[config.mk]
export PLATFORM = sky130hd
export DESIGN_NAME = alu_op_decode
export DESIGN_NICKNAME = d
export VERILOG_FILES = /design/src/source/alu_op_pkg.sv /design/src/source/alu_op_decode.sv
export SDC_FILE = /design/constraint.sdc
export NUM_CORES = 1
export LEC_CHECK = 0
export BUFFER_PORTS_ARGS = -buffer_cell sky130_fd_sc_hd__buf_2
export CAP_MARGIN = 20
export CORE_AREA = 2 2 39 41
export DETAILED_ROUTE_END_ITERATION = 8
export DIE_AREA = 0 0 41 43
export MAX_ROUTING_LAYER = met4
export SLEW_MARGIN = 5
export SYNTH_ARGS = -nofsm -noshare
export SYNTH_HDL_FRONTEND = slang
export SYNTH_SLANG_ARGS = --single-unit
[constraint.sdc]
create_clock -name vclk -period 1.2
set_clock_uncertainty 0.15 [all_clocks]
set_input_delay 0.24 -clock vclk [all_inputs]
set_output_delay 0.24 -clock vclk [all_outputs]
set_load 0.02 [all_outputs]
[src/source/alu_op_pkg.sv]
package alu_op_pkg;

	// R-type function codes, dropped ones kept so they decode as illegal
	typedef enum logic [5:0] {
		VNOP   = 6'd0,
		VAND   = 6'd1,
		VOR    = 6'd2,
		VXOR   = 6'd3,
		VNOT   = 6'd4,
		VMOV   = 6'd5,
		VADD   = 6'd6,
		VSUB   = 6'd7,
		VMULEU = 6'd8,
		VMULOU = 6'd9,
		VSLL   = 6'd10,
		VSRL   = 6'd11,
		VSRA   = 6'd12,
		VRTTH  = 6'd13,
		VDIV   = 6'd14,
		VMOD   = 6'd15,
		VSQEU  = 6'd16,
		VSQOU  = 6'd17,
		VSQRT  = 6'd18
	} r_ins_e;

	typedef enum logic [1:0] {
		WIDTH_8  = 2'd0,
		WIDTH_16 = 2'd1,
		WIDTH_32 = 2'd2,
		WIDTH_64 = 2'd3
	} width_e;

	typedef enum logic [1:0] {UNIT_NONE, UNIT_LOGIC, UNIT_ARITH, UNIT_MULT} unit_e;

	typedef enum logic [2:0] {LOP_AND, LOP_OR, LOP_XOR, LOP_NOT, LOP_MOV, LOP_RTTH} logic_op_e;

	typedef enum logic [2:0] {AOP_ADD, AOP_SUB, AOP_SLL, AOP_SRL, AOP_SRA} arith_op_e;

endpackage

[src/source/alu_op_decode.sv]
`timescale 1ns/1ps

module alu_op_decode
	import alu_op_pkg::*;
(
	input  r_ins_e    r_ins,
	input  width_e    ww,
	input  logic      op_en,
	output unit_e     unit_sel,
	output logic_op_e logic_op,
	output arith_op_e arith_op,
	output logic      mult_odd,
	output logic      mult_square
);

	always_comb begin
		unit_sel    = UNIT_NONE;
		logic_op    = LOP_AND;
		arith_op    = AOP_ADD;
		mult_odd    = (r_ins == VMULOU) || (r_ins == VSQOU);
		mult_square = (r_ins == VSQEU) || (r_ins == VSQOU);

		// Unit choice, anything not listed stays at zero result
		if (op_en) begin
			case (r_ins)
				VAND, VOR, VXOR, VNOT, VMOV, VRTTH: unit_sel = UNIT_LOGIC;
				VADD, VSUB, VSLL, VSRL, VSRA: unit_sel = UNIT_ARITH;
				VMULEU, VMULOU, VSQEU, VSQOU: begin
					// No 64x64 multiplier
					if (ww != WIDTH_64) begin
						unit_sel = UNIT_MULT;
					end
				end
				default: unit_sel = UNIT_NONE;
			endcase
		end

		case (r_ins)
			VOR:     logic_op = LOP_OR;
			VXOR:    logic_op = LOP_XOR;
			VNOT:    logic_op = LOP_NOT;
			VMOV:    logic_op = LOP_MOV;
			VRTTH:   logic_op = LOP_RTTH;
			default: logic_op = LOP_AND;
		endcase

		case (r_ins)
			VSUB:    arith_op = AOP_SUB;
			VSLL:    arith_op = AOP_SLL;
			VSRL:    arith_op = AOP_SRL;
			VSRA:    arith_op = AOP_SRA;
			default: arith_op = AOP_ADD;
		endcase
	end

endmodule

==> results.py, run 1 <==
metrics = {
    "run_status": {
        "outcome": "complete, but fails checks",
        "violations": "negative setup slack",
    },
    "layout": {
        "fin_nets": 71,
        "areaGrowthSynthToFinish_pct": 222,
        "n_sequential_cell": 0,
        "n_clock_buffer": 0,
        "final_cell_mix": "buf_6, buf_4, buf_2",
        "multi_input_area_um2": 327,
        "drive_above_1_share_pct": 86.7,
        "ff_latch_area_um2": 0,
        "layout_commonest_cell": "buf_6",
        "fillCellCount": 136,
        "num_antenna_cells": 0,
        "fin_cells": 76,
    },
    "cts": {
        "ctsHoldBuffers": 0,
    },
    "timing": {
        "whs_ns": 0.723,
        "fmax_mhz": 689,
        "hold_viol": 0,
        "rsz0062_at_grt": "yes",
        "slew_violations": 0,
        "min_period_ns": 1.45,
        "setup_ws_ns": -0.251,
        "relSlewSlack_pct": 86.8,
        "period_share_pct": 121,
        "max_slew.worst_pin.slew_ns": 0.198,
        "setup_viol": 10,
    },
    "floorplan": {
        "rows": 14,
        "coreArea_um2": 1380,
        "die_y_um": 43,
        "die_area_um2": 1760,
        "initial_core_util_pct": 15.0,
        "pin_count": 19,
        "die_x_um": 41,
    },
    "placement": {
        "io_buffers": 19,
        "place.gp.congestion": 0.734,
        "place_inst": 73,
        "dp_hpwl_um": 577,
    },
    "routing": {
        "dr.pass1.iters": 2,
        "drtIter0Drc": 2,
        "drc": 0,
        "routedWlPerCell_um": 10.9,
        "drtAntennaViolNets": 0,
        "routed_wl_um": 825,
        "routed_via_density": 4.45,
        "vias": 338,
    },
    "worst_setup_path": {
        "startpoint_type": "primary input",
        "cp.required_ns": 0.81,
        "cp-end-kind": "output port",
        "critPathKind": "primary input to output port",
        "crit_fanout": 3,
        "cp.arrival_ns": 1.06,
    },
    "synth": {
        "syn-cell-area_um2": 208,
        "synth_warnings": 0,
        "yosysSeqAreaShare_pct": 0,
        "yosys.cell_types.count": 20,
        "postSynthCellCount": 31,
        "synth_nets": 40,
        "avgSynthCellArea_um2": 6.70,
    },
    "power_and_ir_drop": {
        "ir_drop_v": 0.000163,
        "power_density_nw_per_um2": 303,
        "p_leak_nw": 0.287,
    },
    "global_routing": {
        "grt_pass1_wl_um": 1420,
        "grt_use_total_pct": 11.0,
        "grt_max_degree": 9,
        "antenna_found_initial": 0,
        "grt_pass1_vias": 337,
        "gr-total-overflow": 0,
    },
    "run": {
        "maxCapViolCount": 0,
    },
    "worst_hold_path": {
        "hold_path.class": "primary input to output port",
    },
}
cell usage after synthesis, drive strengths merged:
cell,count,area (µm²)
o221ai,1,8.76
and4b,1,10.0
and3b,2,17.5
buf,2,15.0
a31oi,1,6.26
a21oi,2,10.0
xor2,2,17.5
nor3,2,15.0
a32oi,1,8.76
o21ba,1,10.0
nand3,2,10.0
and3,2,12.5
inv,3,11.3
nor2,4,15.0
nor4,1,12.5
xnor2,1,8.76
nand2,1,3.75
nand4,1,6.26
nor2b,1,8.76
worst max-delay path, cell delays in order:
cell,delay (ns)
buf_6,0.10
buf_6,0.12
xor2_4,0.14
nand3_2,0.14
a31oi_4,0.19
buf_6,0.13
path summary, 6_finish.rpt:
kind | startpoint | endpoint | cells after the start
max | r_ins[4] | unit_sel[1] | 6
min | r_ins[5] | arith_op[0] | 5
routing by layer:
metal	GRT usage, %	vias to the layer above	part of all wire (%)
met2	16.6	13	50
met3	0	0	5.7
met5	-	-	0
met4	0	0	0
met1	17.2	153	44
li1	-	172	-
logic make-up (layout without fill, tap and decap cells):
family / Yosys count / after routing / synth area share, %
and+or+nand+nor: 17 / 17 / 53.6
AOI/OAI and AO/OA: 6 / 6 / 21.1
xor gates and xnor gates: 3 / 3 / 12.7
buffers and inverters: 5 / 34 / 12.6
per-stage QoR:
step / utilization (%) / setup WS (ns) / setup TNS, ns / instance area (µm²) / power [W]
final: 48.4 / -0.251 / -1.40 / 669 / 0.000203
after global routing: 48.4 / -0.295 / -1.81 / 669 / 0.000218
after CTS: 44.7 / -0.266 / -1.54 / 618 / 0.000186
after detailed placement: 32.6 / -0.337 / -2.45 / 452 / 0.000130
after global placement: 32.6 / -0.333 / -2.41 / 452 / 0.000129
after floorplan: - / -0.122 / -0.517 / 295 / 0.0000762
area by class of cell:
type                            instances  share of cell area, %
Timing Repair Buffer                   31                   46.5
Multi-Input combinational cell         26                   48.8
Inverter                                3                   1.68
Tap cell                               16                   2.99
where the power goes:
group          internal [W]  switching (W)
Combinational      0.000111      0.0000919
Clock                     0              0
Sequential                0              0
Total              0.000111      0.0000919
what timing repair did:
item	4_1_cts	5_1_grt
buffers inserted	2	1
pin swaps	13	4
gates resized for setup	40	11
setup endpoints to repair	10	10
No activity file was read; power rests on OpenSTA's default activity.
==> inputs of run 2 (changes only) <==
--- a/config.mk
+++ b/config.mk
@@ -10,6 +10,7 @@
 export CORE_AREA = 2 2 39 41
 export DETAILED_ROUTE_END_ITERATION = 8
 export DIE_AREA = 0 0 41 43
+export GPL_TIMING_DRIVEN = 0
 export MAX_ROUTING_LAYER = met4
 export SLEW_MARGIN = 5
 export SYNTH_ARGS = -nofsm -noshare
==> run 2 against run 1 <==
The run still ends with negative setup slack left. Die area stayed put. Final area is 10% lower. Critical path depth stayed put. Count of clock-buffer cells in the layout stayed put. Utilization is 5.1 points lower. Critical path type unchanged. Largest cell class unchanged. Largest power group unchanged.
==> results.py, run 2 (synthesized netlist as in run 1, its figures left out) <==
metrics = {
    "timing": {
        "setup_ws_ns": -0.228,
        "whs_ns": 0.637,
        "fmax_mhz": 700,
        "relSlewSlack_pct": 85.9,
        "setup_viol": 10,
        "slew_violations": 0,
        "tns_ns": -1.45,
        "max_slew.worst_pin.slew_ns": 0.212,
        "hold_viol": 0,
        "min_period_ns": 1.43,
        "period_share_pct": 119,
        "rsz0062_at_grt": "yes",
    },
    "run": {
        "maxCapViolCount": 0,
    },
    "global_routing": {
        "grt_pass1_wl_um": 1240,
        "grt-busiest-layer": "met2",
        "antenna_found_initial": 0,
        "grt_max_degree": 10,
        "grt_pass1_vias": 284,
        "gr-total-overflow": 0,
        "grt_util_met2_pct": 15.9,
        "grt.met1_usage_pct": 14.0,
        "grt_use_total_pct": 9.73,
        "met3_usage_pct": 0,
    },
    "floorplan": {
        "coreArea_um2": 1380,
        "die_y_um": 43,
        "rows": 14,
        "die_x_um": 41,
        "initial_core_util_pct": 15.0,
        "pin_count": 19,
        "die_area_um2": 1760,
    },
    "worst_setup_path": {
        "cp-end-kind": "output port",
        "path_cells": "buf_12, nor2b_4, buf_6, o221ai_4, a21oi_4, buf_6",
        "startpoint_type": "primary input",
        "cp.arrival_ns": 1.04,
        "cp.required_ns": 0.81,
        "crit_fanout": 8,
        "slowest_stage": "nor2b_4",
        "cpPeakStageDelay_ns": 0.17,
        "critPathKind": "primary input to output port",
        "cp_top_family": "buffers and inverters",
        "cp_common_cell": "buf_6",
        "path_buf_inv": 3,
    },
    "placement": {
        "place.gp.congestion": 0.767,
        "placed_area_um2": 400,
        "dp_hpwl_um": 510,
        "io_buffers": 17,
        "place_inst": 64,
    },
    "routing": {
        "vias": 318,
        "drtAntennaViolNets": 0,
        "routedWlPerCell_um": 12.2,
        "drc": 0,
        "drtIter0Drc": 4,
        "dr.pass1.iters": 4,
        "routed_wl_um": 843,
        "routed_via_density": 4.61,
    },
    "run_status": {
        "violations": "negative setup slack",
        "outcome": "complete, but fails checks",
    },
    "layout": {
        "design_area_um2": 599,
        "num_antenna_cells": 0,
        "final_cell_mix": "buf_6, buf_4, buf_2",
        "fin_nets": 64,
        "fillCellCount": 133,
        "areaGrowthSynthToFinish_pct": 189,
        "drive_above_1_share_pct": 84.9,
        "layout_commonest_cell": "buf_6",
        "final_util_pct": 43.3,
        "n_clock_buffer": 0,
        "fin_cells": 69,
        "n_sequential_cell": 0,
        "ff_latch_area_um2": 0,
    },
    "cts": {
        "ctsHoldBuffers": 0,
    },
    "power_and_ir_drop": {
        "ir_drop_v": 0.000177,
        "p_leak_nw": 0.258,
        "power_density_nw_per_um2": 299,
    },
    "worst_hold_path": {
        "hold_path.class": "primary input to output port",
    },
}
run 2: changes by cell type in the layout (fill, tap and decap cells not counted):
cell,delta
buf_4,-3
buf_6,-3
and3_2,+1
and3_4,-1
buf_2,-1
o21ba_2,-1
o21ba_4,+1
xnor2_1,-1
xnor2_2,+1
xor2_1,+1
xor2_4,-1
run 2: where the power goes:
group,switching (W),internal [W],total (W)
Clock,0,0,0
Combinational,0.0000864,0.0000925,0.000179
Sequential,0,0,0
Total,0.0000864,0.0000925,0.000179
run 2: final timing paths:
kind | startpoint | to | slack (ns) | cells past startpoint
setup / recovery | r_ins[2] | unit_sel[0] | -0.23 | 6
hold / removal | r_ins[4] | logic_op[0] | 0.64 | 3
run 2: area by class of cell:
cell class                      instances  area, µm²  area share, %
Multi-Input combinational cell         26        318           53.0
Timing Repair Buffer                   22        215           35.9
Buffer                                  2       35.0           5.85
Tap cell                               16       20.0           3.34
Inverter                                3       11.3           1.88
run 2: repair_timing:
item                                    4_1_cts  5_1_grt
endpoints found under the setup margin       10       10
pin swaps                                     8        5
resized for setup                            34       10
setup buffers                                 3        2
run 2: per-layer routing:
metal,up-vias,part of all wire (%)
li1,158,-
met1,145,41
met2,15,53
met3,0,6.3
met4,0,0
met5,-,0
run 2: worst min-delay path, delay by kind of cell:
family	cells	cell delay, ns
buffers and inverters	2	0.25
AND/OR/NAND/NOR	1	0.05
run 2: through the flow:
stage / worst slack, ns / total power [W]
floorplan: -0.122 / 0.0000762
global placement: -0.515 / 0.000112
detailed placement: -0.502 / 0.000113
CTS: -0.243 / 0.000159
global route: -0.295 / 0.000190
finish: -0.228 / 0.000179
==> inputs of run 3 (changes only) <==
--- a/config.mk
+++ b/config.mk
@@ -12,6 +12,7 @@
 export DIE_AREA = 0 0 41 43
 export GPL_TIMING_DRIVEN = 0
 export MAX_ROUTING_LAYER = met4
+export PLACE_DENSITY = 0.49
 export SLEW_MARGIN = 5
 export SYNTH_ARGS = -nofsm -noshare
 export SYNTH_HDL_FRONTEND = slang
==> run 3 against run 2 <==
The run still ends with negative setup slack left. Sequential cell count unchanged. Die area unchanged. Via count grew 1.6%. Global-route usage down 0.61 points. Worst hold slack worse by 0.043 ns. Largest power group unchanged. Critical path depth is 1 lower. Worst setup slack better by 0.011 ns.
==> results.py, run 3 (synthesized netlist as in run 1, its figures left out) <==
metrics = {
    "global_routing": {
        "gr-total-overflow": 0,
        "grt_max_degree": 10,
        "grt_pass1_vias": 268,
        "grt_use_total_pct": 9.12,
        "grt_pass1_wl_um": 1170,
        "antenna_found_initial": 0,
    },
    "worst_setup_path": {
        "critPathKind": "primary input to output port",
        "cp.required_ns": 0.81,
        "cp.arrival_ns": 1.03,
        "startpoint_type": "primary input",
        "cp-end-kind": "output port",
        "crit_fanout": 8,
    },
    "floorplan": {
        "die_area_um2": 1760,
        "pin_count": 19,
        "rows": 14,
        "die_x_um": 41,
        "coreArea_um2": 1380,
        "die_y_um": 43,
        "initial_core_util_pct": 15.0,
    },
    "timing": {
        "slew_violations": 0,
        "tns_ns": -1.42,
        "hold_viol": 0,
        "rsz0062_at_grt": "yes",
        "fmax_mhz": 706,
        "setup_ws_ns": -0.217,
        "period_share_pct": 118,
        "min_period_ns": 1.42,
        "relSlewSlack_pct": 86.8,
        "max_slew.worst_pin.slew_ns": 0.198,
        "setup_viol": 10,
    },
    "placement": {
        "pre_cts_ws_ns": -0.490,
        "io_buffers": 17,
        "placed_area_um2": 400,
        "place.gp.congestion": 0.704,
        "dp_hpwl_um": 518,
    },
    "layout": {
        "n_clock_buffer": 0,
        "layout_commonest_cell": "buf_6",
        "drive_above_1_share_pct": 79.6,
        "fillCellCount": 147,
        "fin_nets": 65,
        "areaGrowthSynthToFinish_pct": 184,
        "n_sequential_cell": 0,
        "num_antenna_cells": 0,
        "ff_latch_area_um2": 0,
        "design_area_um2": 589,
        "final_cell_mix": "buf_6, buf_4, buf_2",
    },
    "power_and_ir_drop": {
        "power_density_nw_per_um2": 296,
        "p_leak_nw": 0.253,
        "ir_drop_v": 0.000144,
    },
    "routing": {
        "routedWlPerCell_um": 11.1,
        "drtAntennaViolNets": 0,
        "drtIter0Drc": 3,
        "dr.pass1.iters": 4,
        "routed_via_density": 4.61,
        "vias": 323,
        "drc": 0,
        "routed_wl_um": 776,
    },
    "worst_hold_path": {
        "whs_endpoint": "logic_op[0]",
        "hold_path.class": "primary input to output port",
        "hold_path_depth": 3,
        "min_from": "r_ins[5]",
    },
    "run_status": {
        "violations": "negative setup slack",
        "outcome": "complete, but fails checks",
    },
    "run": {
        "maxCapViolCount": 0,
    },
    "cts": {
        "ctsHoldBuffers": 0,
    },
}
## run 3: power by group
group          total (W)  switching [W]  internal, W
logic           0.000174      0.0000826    0.0000917
clock network          0              0            0
registers              0              0            0
total           0.000174      0.0000826    0.0000917
## run 3: per-stage QoR
stage / hold slack [ns] / total power (W) / std cells / utilization, %
2_1_floorplan: 0.368 / 0.0000762 / 31 / -
3_3_place_gp: 0.670 / 0.000114 / 64 / 28.9
3_5_place_dp: 0.671 / 0.000114 / 64 / 28.9
4_1_cts: 0.597 / 0.000160 / 68 / 40.1
5_1_grt: 0.602 / 0.000186 / 70 / 42.6
6_report: 0.594 / 0.000174 / 70 / 42.6
## run 3: worst max-delay path, cell delays in order
cell	delay, ns
buf_12	0.10
nor2b_4	0.17
nand4_1	0.16
a31oi_4	0.22
buf_6	0.13
## run 3: cell type report
cell class	count	area, µm²	share of cell area (%)
Multi-Input combinational cell	26	302	51.2
Tap cell	16	20.0	3.40
Buffer	2	31.3	5.31
Timing Repair Buffer	23	225	38.2
Inverter	3	11.3	1.91
## run 3: layer usage
layer | part of all wire (%) | up-vias | track usage, % | routed length, µm
li1 | - | 162 | - | -
met1 | 44 | 147 | 13.0 | 340
met2 | 49 | 14 | 14.7 | 379
met3 | 7.2 | 0 | 0.524 | 56
met4 | 0 | 0 | 0 | 0
met5 | 0 | - | - | 0
## run 3: worst max path at each step
stage | start | end | slack, ns | cells past startpoint
2_1_floorplan | r_ins[2] | unit_sel[1] | -0.12 | 4
3_3_place_gp | r_ins[4] | unit_sel[1] | -0.50 | 5
3_5_place_dp | r_ins[4] | unit_sel[1] | -0.49 | 5
4_1_cts | r_ins[2] | unit_sel[1] | -0.23 | 5
5_1_grt | r_ins[2] | unit_sel[1] | -0.26 | 5
6_report | r_ins[2] | unit_sel[1] | -0.22 | 5
## run 3: repair_timing
item,in CTS,in global routing
setup buffers,4,2
pin swaps,6,3
setup endpoints to repair,10,10
gates resized for setup,33,8
