==> src/source/alu_op_pkg.sv <==
package alu_op_pkg;

	// R-type function codes, dropped ones kept so they decode as illegal
	typedef enum logic [5:0] {
		VNOP   = 6'd0,
		VAND   = 6'd1,
		VOR    = 6'd2,
		VXOR   = 6'd3,
		VNOT   = 6'd4,
		VMOV   = 6'd5,
		VADD   = 6'd6,
		VSUB   = 6'd7,
		VMULEU = 6'd8,
		VMULOU = 6'd9,
		VSLL   = 6'd10,
		VSRL   = 6'd11,
		VSRA   = 6'd12,
		VRTTH  = 6'd13,
		VDIV   = 6'd14,
		VMOD   = 6'd15,
		VSQEU  = 6'd16,
		VSQOU  = 6'd17,
		VSQRT  = 6'd18
	} r_ins_e;

	typedef enum logic [1:0] {
		WIDTH_8  = 2'd0,
		WIDTH_16 = 2'd1,
		WIDTH_32 = 2'd2,
		WIDTH_64 = 2'd3
	} width_e;

	typedef enum logic [1:0] {UNIT_NONE, UNIT_LOGIC, UNIT_ARITH, UNIT_MULT} unit_e;

	typedef enum logic [2:0] {LOP_AND, LOP_OR, LOP_XOR, LOP_NOT, LOP_MOV, LOP_RTTH} logic_op_e;

	typedef enum logic [2:0] {AOP_ADD, AOP_SUB, AOP_SLL, AOP_SRL, AOP_SRA} arith_op_e;

endpackage

==> src/source/simd_data_pkg.sv <==
package simd_data_pkg;

	// Datapath word, bit 0 is the most significant
	localparam int WORD_W = 64;

	typedef logic [0:WORD_W-1] word_t;

	// Supported lane widths
	localparam int LANE_W8  = 8;
	localparam int LANE_W16 = 16;
	localparam int LANE_W32 = 32;
	localparam int LANE_W64 = 64;

	// Widest lane the multiplier takes, product is twice this
	localparam int MULT_MAX_W = 32;

endpackage

==> src/source/alu_result_stage.sv <==
`timescale 1ns/1ps

module alu_result_stage
	import simd_data_pkg::*;
	import alu_op_pkg::*;
(
	input  logic   clk,
	input  logic   reset,
	input  unit_e  unit_sel,
	input  width_e ww,
	input  word_t  logic_word,
	input  word_t  arith_w8,
	input  word_t  arith_w16,
	input  word_t  arith_w32,
	input  word_t  arith_w64,
	input  word_t  mult_w8,
	input  word_t  mult_w16,
	input  word_t  mult_w32,
	output word_t  alu_out
);

	word_t next_out;

	always_comb begin
		next_out = '0;
		case (unit_sel)
			UNIT_LOGIC: next_out = logic_word;
			UNIT_ARITH: begin
				case (ww)
					WIDTH_8:  next_out = arith_w8;
					WIDTH_16: next_out = arith_w16;
					WIDTH_32: next_out = arith_w32;
					default:  next_out = arith_w64;
				endcase
			end
			UNIT_MULT: begin
				case (ww)
					WIDTH_8:  next_out = mult_w8;
					WIDTH_16: next_out = mult_w16;
					WIDTH_32: next_out = mult_w32;
					default:  next_out = '0;
				endcase
			end
			default: next_out = '0;
		endcase
	end

	always_ff @(posedge clk) begin
		if (reset) begin
			alu_out <= '0;
		end else begin
			alu_out <= next_out;
		end
	end

	// Decode never hands over a multiply at 64-bit lanes
	a_no_wide_mult: assert property (@(posedge clk) disable iff (reset)
		!(unit_sel == UNIT_MULT && ww == WIDTH_64))
		else $error("multiply unit selected at 64-bit width");

endmodule

==> config.mk <==
export PLATFORM = sky130hd
export DESIGN_NAME = alu_result_stage
export DESIGN_NICKNAME = d
export VERILOG_FILES = /design/src/source/alu_op_pkg.sv /design/src/source/simd_data_pkg.sv /design/src/source/alu_result_stage.sv
export SDC_FILE = /design/constraint.sdc
export NUM_CORES = 1
export LEC_CHECK = 0
export ABC_CLOCK_PERIOD_IN_PS = 1200
export BUFFER_PORTS_ARGS = -buffer_cell sky130_fd_sc_hd__buf_2
export CAP_MARGIN = 20
export CORE_AREA = 4 4 225 227
export DETAILED_ROUTE_END_ITERATION = 10
export DIE_AREA = 0 0 229 231
export HOLD_SLACK_MARGIN = 0.05
export PLACE_DENSITY_LB_ADDON = 0.3
export SLEW_MARGIN = 40
export SYNTH_ARGS = -nofsm -noshare
export SYNTH_HDL_FRONTEND = slang
export SYNTH_SLANG_ARGS = --single-unit
==> constraint.sdc <==
create_clock -name clk -period 1.2 [get_ports clk]
set_input_delay 0.06 -clock clk [delete_from_list [all_inputs] [get_ports clk]]
set_output_delay 0.06 -clock clk [all_outputs]
set_load 0.1 [all_outputs]
==> out/results.txt, run 1 <==
Seq/Total Area, Yosys: 0.220
Die area: 52900 sq um
Yosys cell types: 19
CP Launch Type: flop
Total Nets Final: 1841
Top flop regs: alu_out (64)
Seq pwr share: 0.248
Die extent in x: 229 um
Worst Hold Class: input port to flop
Largest register FFs: 64
Min-Delay Path Depth: 5
Initial DRC Count: 384
Cell Pwr Density: 830 nW/um^2
Synth top area share: 0.248
Worst-path clk slew: 0.07 ns
Starting density of the core: 0.120
Switching power: 0.00346 W
Crit-path max cell delay: 0.41 ns
Final worst path period share: 0.963
CP top delay family: buffers and inverters
Grt ovf: 0
CP max-delay cell: buf_2
Power share of the combinational group: 0.436
Vias in the first global route: 8589
CP Capture Type: output pin
Maximum root-to-sink buffer count: 2
Hold_sp: mult_w16[16]
Worst path arrival time: 1.10 ns
Endpoints failing hold: 0
Sw Share: 0.372
Crit path buf inv count: 1
Max Fclk: 865 MHz
Initial antenna violation count: 8
# clock sinks: 64
Rel. slew slack: 0.677
Count of input and output buffers: 581
Fin. max-slew vios: 0
Layout area overhead: 92.7%
IO Count: 582
Worst Max-Slew Pin Slew: 0.488 ns
Seq cells post-synth: 64
Synth area leader: mux4_2
Commonest non-fill, non-tap cells in the layout: buf_2, nand2_1, buf_4
Internal: 0.00585 W
Setup bufs post-CTS: 0
Cts bufs inserted: 9
Post-DP HPWL: 31100 um
# rows: 81
Synth Warn #: 0
Dominant cells by area after synthesis: mux4_2, dfxtp_1, mux2_2, nand2_1, a31oi_1
Outcome: complete, no violations
Biggest register: alu_out
CP Cell Sequence: buf_2
Placement Cell Area: 10000 sq um
Synthesized instance count: 649
Share of post-route cells with drive strength above 1: 0.605
Largest net degree at the start of global routing: 38
Final Instance Area: 11200 sq um
Crit path required time: 1.14 ns
Via/cell ratio: 4.05
Min Tclk post-route: 1.16 ns
Final ANT Viol Nets: 0
Vias: 7909
P_leak: 5.04 nW
Final setup violation count: 0
DRT Pass-1 Iters: 5
Placer Congestion: 0.983
Netlist Area Pre-Place: 5820 sq um
Mapped Avg Cell Area: 8.96 sq um
Clock power share: 0.315
Net count after synthesis: 1167
Core area: 48600 sq um
Drt wl/cell: 19.0 um
DRC viols: 0
Clk root buf: clkbuf_16
Worst hold endpoint: alu_out[16]$_SDFF_PP0_
Most common cell after layout, fill and taps aside: buf_2
Kind of critical path: flop to output pin
Max H-tree Level: 3
Dpl ws: -0.213 ns
MaxCap Viol Count: 0
Peak supply drop: 0.654 mV
Drt total wl: 37200 um
CTS tree: built
RSZ-0062 raised after global routing: false
Total GRT Usage: 0.134
Global-route wire length before repair: 53300 um
Die H: 231 um
Post-route setup slack: 0.0443 ns
Crit path max fanout: 1
final cells by class:
type | instances | area (sq um)
Antenna cell | 5 | 12.5
Clock buffer | 13 | 260
Clock inverter | 3 | 40.0
Fill cell | 5394 | 37400
Multi-Input combinational cell | 516 | 4140
Sequential cell | 64 | 1280
Tap cell | 622 | 778
Timing Repair Buffer | 732 | 4700
repair_timing:
action | CTS | global route
resized for setup | 54 | 1
endpoints found under the setup margin | 54 | 1
hold endpoints to repair | 64 | 0
hold buffers | 74 | 0
cells by family (layout without fill, tap and decap cells):
logic type	Yosys count	count (layout)	share of synthesized area
multiplexers	128	128	0.372
AND/OR/NAND/NOR	195	195	0.154
AO/OA/AOI/OAI	193	193	0.180
other	0	5	0
buffers and inverters	69	748	0.0738
flip-flops	64	64	0.220
power by group through the flow:
| stage | Combinational [W] | Clock (W) | Sequential, W |
|---|---|---|---|
| after floorplan | 0.00124 | 0 | 0.00332 |
| after global placement | 0.00380 | 0 | 0.00236 |
| after detailed placement | 0.00382 | 0 | 0.00235 |
| after CTS | 0.00409 | 0.00311 | 0.00231 |
| after global routing | 0.00433 | 0.00313 | 0.00232 |
| final | 0.00406 | 0.00294 | 0.00231 |
through the flow:
| stage | cells | setup TNS, ns | util | hold slack, ns | power, W |
|---|---|---|---|---|---|
| floorplan | 649 | 0 | - | 0.222 | 0.00456 |
| global placement | 1860 | -7.01 | 0.206 | 0.330 | 0.00616 |
| detailed placement | 1860 | -7.50 | 0.206 | 0.332 | 0.00617 |
| CTS | 1950 | 0 | 0.230 | 0.0508 | 0.00952 |
| global route | 1954 | 0 | 0.230 | 0.0977 | 0.00978 |
| finish | 1955 | 0 | 0.230 | 0.0882 | 0.00931 |
routing by layer:
metal  GRT usage  routed length (um)  part of all wire
met5           0                  20           0.00054
met4      0.0555                 945             0.025
met3      0.0327                2550             0.069
met2       0.232               18800              0.51
met1       0.159               14800              0.40
cells in the mapped netlist (all sizes together):
cell,number
nor2b,2
o21ai,64
mux4,64
nand2b,64
buf,43
o21bai,1
a21oi,64
a31oi,64
mux2,64
nand2,129
clkbuf,26
dfxtp,64
worst max path at each step:
stage          cells past startpoint                     end  slack (ns)              startpoint
2_1_floorplan                      5  alu_out[39]$_SDFF_PP0_        0.09                   ww[0]
3_3_place_gp                       5  alu_out[57]$_SDFF_PP0_       -0.20                   ww[1]
3_5_place_dp                       5  alu_out[57]$_SDFF_PP0_       -0.21                   ww[0]
4_1_cts                            1             alu_out[47]     0.00008  alu_out[47]$_SDFF_PP0_
5_1_grt                            1             alu_out[33]      0.0002  alu_out[33]$_SDFF_PP0_
6_report                           1             alu_out[47]        0.04  alu_out[47]$_SDFF_PP0_
Power figures use the tool's default switching activity.
==> inputs of run 2 (changes only) <==
--- a/config.mk
+++ b/config.mk
@@ -8,12 +8,13 @@
 export ABC_CLOCK_PERIOD_IN_PS = 1200
 export BUFFER_PORTS_ARGS = -buffer_cell sky130_fd_sc_hd__buf_2
 export CAP_MARGIN = 20
-export CORE_AREA = 4 4 225 227
+export CELL_PAD_IN_SITES_DETAIL_PLACEMENT = 1
+export CELL_PAD_IN_SITES_GLOBAL_PLACEMENT = 1
+export CORE_AREA = 4 4 227 229
 export DETAILED_ROUTE_END_ITERATION = 10
-export DIE_AREA = 0 0 229 231
+export DIE_AREA = 0 0 231 233
 export HOLD_SLACK_MARGIN = 0.05
 export PLACE_DENSITY_LB_ADDON = 0.3
-export SLEW_MARGIN = 40
 export SYNTH_ARGS = -nofsm -noshare
 export SYNTH_HDL_FRONTEND = slang
 export SYNTH_SLANG_ARGS = --single-unit
==> run 2 against run 1 <==
Wire length increased by 0.90%. Worst setup slack improved by 0.051 ns. First-iteration DRC count down 51%. Non-clock buffer count decreased by 18. Largest cell class unchanged. Core utilization fell by 0.87 points. Clock power hardly changed. Maximum frequency grew 4.7%.
==> out/results.txt, run 2 (synthesized netlist as in run 1, its figures left out) <==
Outcome: complete, no violations
Vias in the first global route: 8615
Final worst path period share: 0.920
Peak supply drop: 0.680 mV
Cts bufs inserted: 9
Worst-path clk slew: 0.07 ns
Rel. slew slack: 0.752
Post-Route Setup TNS: 0 ns
Worst path arrival time: 1.04 ns
Crit path required time: 1.14 ns
Finished Layout Cells: 1982
Initial antenna violation count: 2
CP Capture Type: output pin
Crit-path max cell delay: 0.36 ns
Die H: 233 um
Endpoints failing hold: 0
Crit path buf inv count: 1
Max H-tree Level: 3
Min Tclk post-route: 1.10 ns
Worst Max-Slew Pin Slew: 0.372 ns
Max Fclk: 906 MHz
Most common cell after layout, fill and taps aside: buf_2
Largest net degree at the start of global routing: 37
Placement Cell Area: 9920 sq um
Core area: 49700 sq um
CP Cell Sequence: buf_4
Placed instance count: 1902
P_leak: 4.93 nW
Clk root buf: clkbuf_16
CP Launch Type: flop
Layout area overhead: 89.3%
Placer Congestion: 0.823
Drt total wl: 37500 um
Initial DRC Count: 187
DRC viols: 0
Maximum root-to-sink buffer count: 2
Final ANT Viol Nets: 0
Via/cell ratio: 3.93
Fin. max-slew vios: 0
Die area: 53800 sq um
Grt ovf: 0
Total Nets Final: 1823
MaxCap Viol Count: 0
Worst Hold Class: input port to flop
Final setup violation count: 0
Die extent in x: 231 um
# rows: 82
Biggest register: alu_out
Total GRT Usage: 0.132
CTS tree: built
Final Instance Area: 11000 sq um
Worst hold endpoint: alu_out[13]$_SDFF_PP0_
Hold_sp: mult_w16[13]
Largest register FFs: 64
DRT Pass-1 Iters: 4
Kind of critical path: flop to output pin
Starting density of the core: 0.117
# clock sinks: 64
Final Util: 0.222
IO Count: 582
CP max-delay cell: dfxtp_1
Share of post-route cells with drive strength above 1: 0.608
Post-DP HPWL: 30700 um
Drt wl/cell: 18.9 um
Crit path max fanout: 1
Commonest non-fill, non-tap cells in the layout: buf_2, nand2_1, buf_4
Min-Delay Path Depth: 5
RSZ-0062 raised after global routing: false
Global-route wire length before repair: 53400 um
Cell Pwr Density: 838 nW/um^2
Vias: 7781
Count of input and output buffers: 581
Top flop regs: alu_out (64)
Setup bufs post-CTS: 0
# diodes: 0
CP top delay family: flip-flops
## run 2: area by class of cell
| type | count | area (sq um) |
|---|---|---|
| tap | 672 | 841 |
| multi-input combinational | 516 | 4140 |
| clock buffer | 13 | 260 |
| clock inverter | 3 | 40.0 |
| sequential | 64 | 1280 |
| fill | 6099 | 38600 |
| timing repair buffer | 714 | 4450 |
## run 2: what timing repair did
action	in CTS	in global routing
resized for setup	61	1
hold buffers	64	0
endpoints found under the hold margin	64	0
endpoints found under the setup margin	61	1
## run 2: where the power goes
group	switching [W]	internal [W]	total (W)
clock network	0.00119	0.00172	0.00291
logic	0.00220	0.00180	0.00400
registers	0.0000552	0.00226	0.00232
total	0.00345	0.00578	0.00923
## run 2: per-stage QoR
step                      power (W)  hold slack [ns]  setup WS (ns)
after floorplan             0.00456            0.222         0.0932
after global placement      0.00612            0.330         -0.231
after detailed placement    0.00614            0.334         -0.217
after CTS                   0.00949           0.0510        0.00106
after global routing        0.00975           0.0818         0.0456
final                       0.00923           0.0901         0.0958
## run 2: how the worst max path moves through the flow
stage / from / end / cells past startpoint
after global placement: ww[1] / alu_out[15]$_SDFF_PP0_ / 6
after floorplan: ww[0] / alu_out[39]$_SDFF_PP0_ / 5
after global routing: alu_out[58]$_SDFF_PP0_ / alu_out[58] / 1
after CTS: alu_out[44]$_SDFF_PP0_ / alu_out[44] / 1
after detailed placement: ww[1] / alu_out[15]$_SDFF_PP0_ / 6
final: alu_out[10]$_SDFF_PP0_ / alu_out[10] / 1
## run 2: metal layers
metal	track usage	share of wire
met1	0.150	0.39
met2	0.249	0.54
met4	0.0344	0.016
met3	0.0312	0.058
met5	0	0.00053
==> inputs of run 3 (changes only) <==
--- a/config.mk
+++ b/config.mk
@@ -6,13 +6,13 @@
 export NUM_CORES = 1
 export LEC_CHECK = 0
 export ABC_CLOCK_PERIOD_IN_PS = 1200
-export BUFFER_PORTS_ARGS = -buffer_cell sky130_fd_sc_hd__buf_2
 export CAP_MARGIN = 20
 export CELL_PAD_IN_SITES_DETAIL_PLACEMENT = 1
 export CELL_PAD_IN_SITES_GLOBAL_PLACEMENT = 1
-export CORE_AREA = 4 4 227 229
+export CORE_AREA = 4 4 222 224
 export DETAILED_ROUTE_END_ITERATION = 10
-export DIE_AREA = 0 0 231 233
+export DIE_AREA = 0 0 226 228
+export DONT_BUFFER_PORTS = 1
 export HOLD_SLACK_MARGIN = 0.05
 export PLACE_DENSITY_LB_ADDON = 0.3
 export SYNTH_ARGS = -nofsm -noshare
==> run 3 against run 2 <==
The run now ends with setup timing left. Final cell count shrank 29%. Hold slack got worse by 0.017 ns. First-iteration DRC count increased by 31%. Die area fell by 4.3%. Core utilization is 4.3 points lower. Clock power decreased by 11%. Sequential share of layout area rose by 3.5 points. Global-route usage decreased by 2.3 points.
==> out/results.txt, run 3 (synthesized netlist as in run 1, its figures left out) <==
CP Capture Type: flop
Fillers: 5577
Max H-tree Level: 3
Hold_sp: mult_w16[29]
Layout area overhead: 45.4%
Worst hold endpoint: alu_out[29]$_SDFF_PP0_
Starting density of the core: 0.123
Grt ovf: 0
Max Fclk: 790 MHz
DRC viols: 0
Top flop regs: alu_out (64)
Largest register FFs: 64
Placer Congestion: 0.794
Worst-path clk slew: 0.05 ns
Core area: 47300 sq um
CP Launch Type: input port
Global-route wire length before repair: 42400 um
CTS tree: built
Crit path required time: 1.45 ns
Violated checks: setup timing
IO Count: 582
Maximum root-to-sink buffer count: 2
Drt wl/cell: 21.2 um
Share of post-route cells with drive strength above 1: 0.283
Clk root buf: clkbuf_16
Drt total wl: 30100 um
Worst Max-Slew Pin Slew: 0.352 ns
Vias in the first global route: 6697
Cts bufs inserted: 9
Placement Cell Area: 6880 sq um
Most common cell after layout, fill and taps aside: nand2_1
Worst Hold Class: input port to flop
# clock sinks: 64
Final Util: 0.179
Final worst path period share: 1.06
DRT Pass-1 Iters: 4
Kind of critical path: input port to flop
Count of input and output buffers: 0
Total Nets Final: 1314
Final setup violation count: 11
Worst path arrival time: 1.51 ns
Via/cell ratio: 4.21
Initial antenna violation count: 6
MaxCap Viol Count: 0
P_leak: 2.98 nW
# rows: 80
Min-Delay Path Depth: 4
Endpoints failing hold: 0
Die area: 51500 sq um
CP max-delay cell: mux4_2
Vias: 5960
Post-route setup slack: -0.0662 ns
Cell Pwr Density: 923 nW/um^2
Die extent in x: 226 um
Die H: 228 um
Min Tclk post-route: 1.27 ns
Total GRT Usage: 0.110
Commonest non-fill, non-tap cells in the layout: nand2_1, dlygate4sd3_1, buf_4
Post-DP HPWL: 22900 um
Initial DRC Count: 245
Final Instance Area: 8460 sq um
Largest net degree at the start of global routing: 193
Crit-path max cell delay: 0.59 ns
CP Cell Sequence: mux4_2, nand2_2, a31oi_1, dlygate4sd3_1
Final hold slack: 0.0729 ns
Outcome: finished with violations
Biggest register: alu_out
Final ANT Viol Nets: 0
Peak supply drop: 0.447 mV
Fin. max-slew vios: 0
Post-Route Setup TNS: -0.212 ns
Crit path max fanout: 192
Rel. slew slack: 0.763
==> run 3: cell count changes in the layout (fill, tap and decap cells not counted), sizes merged <==
cell / previous run / this run
dlygate4sd3: 64 / 126
clkinv: 2 / 1
clkbuf: 15 / 12
bufinv: 1 / 0
diode: 0 / 4
buf: 648 / 79
==> run 3: per-layer routing <==
metal  vias up  track usage  share of wire
met4         4       0.0387          0.019
met3        28       0.0346          0.071
met5         -            0        0.00070
met2       305        0.194           0.52
met1      2923        0.124           0.39
li1       2700            -              -
==> run 3: repair_timing <==
| action | 4_1_cts | 5_1_grt |
|---|---|---|
| gates resized for setup | 1 | 5 |
| endpoints found under the setup margin | 1 | 6 |
| setup buffers | 0 | 3 |
| endpoints found under the hold margin | 64 | 0 |
| hold buffers | 127 | 0 |
==> run 3: critical path, delay by kind of cell <==
family          cells  cell delay (ns)
buf+inv             1             0.55
simple gates        1             0.10
mux                 1             0.59
compound gates      1             0.06
==> run 3: worst max-delay path by stage <==
stage | startpoint | end | slack (ns) | cells past startpoint
after floorplan | ww[0] | alu_out[39]$_SDFF_PP0_ | 0.09 | 5
after global placement | unit_sel[1] | alu_out[36]$_SDFF_PP0_ | 0.12 | 5
after detailed placement | unit_sel[1] | alu_out[36]$_SDFF_PP0_ | 0.09 | 5
after CTS | alu_out[62]$_SDFF_PP0_ | alu_out[62] | 0.01 | 1
after global routing | ww[0] | alu_out[34]$_SDFF_PP0_ | -0.007 | 4
final | ww[0] | alu_out[34]$_SDFF_PP0_ | -0.07 | 4
==> run 3: final cells by class <==
class	count	area [sq um]	share of cell area
well taps	615	769	0.0910
flip-flops and latches	64	1280	0.152
clock buffers	12	256	0.0303
clock inverters	1	5.00	0.000592
repair buffers	205	1980	0.235
diodes	4	10.0	0.00118
multi-input cells	516	4150	0.491
==> run 3: where the power goes <==
part | total [W] | internal, W | switching, W
combinational | 0.00289 | 0.00124 | 0.00166
sequential | 0.00231 | 0.00226 | 0.0000509
clock | 0.00260 | 0.00148 | 0.00113
==> run 3: metrics by stage <==
step                instances  power [W]  worst slack (ns)
floorplan                 649    0.00456            0.0932
global placement         1271    0.00490             0.124
detailed placement       1271    0.00489            0.0936
CTS                      1411    0.00806            0.0104
global route             1416    0.00825          -0.00743
finish                   1417    0.00781           -0.0662
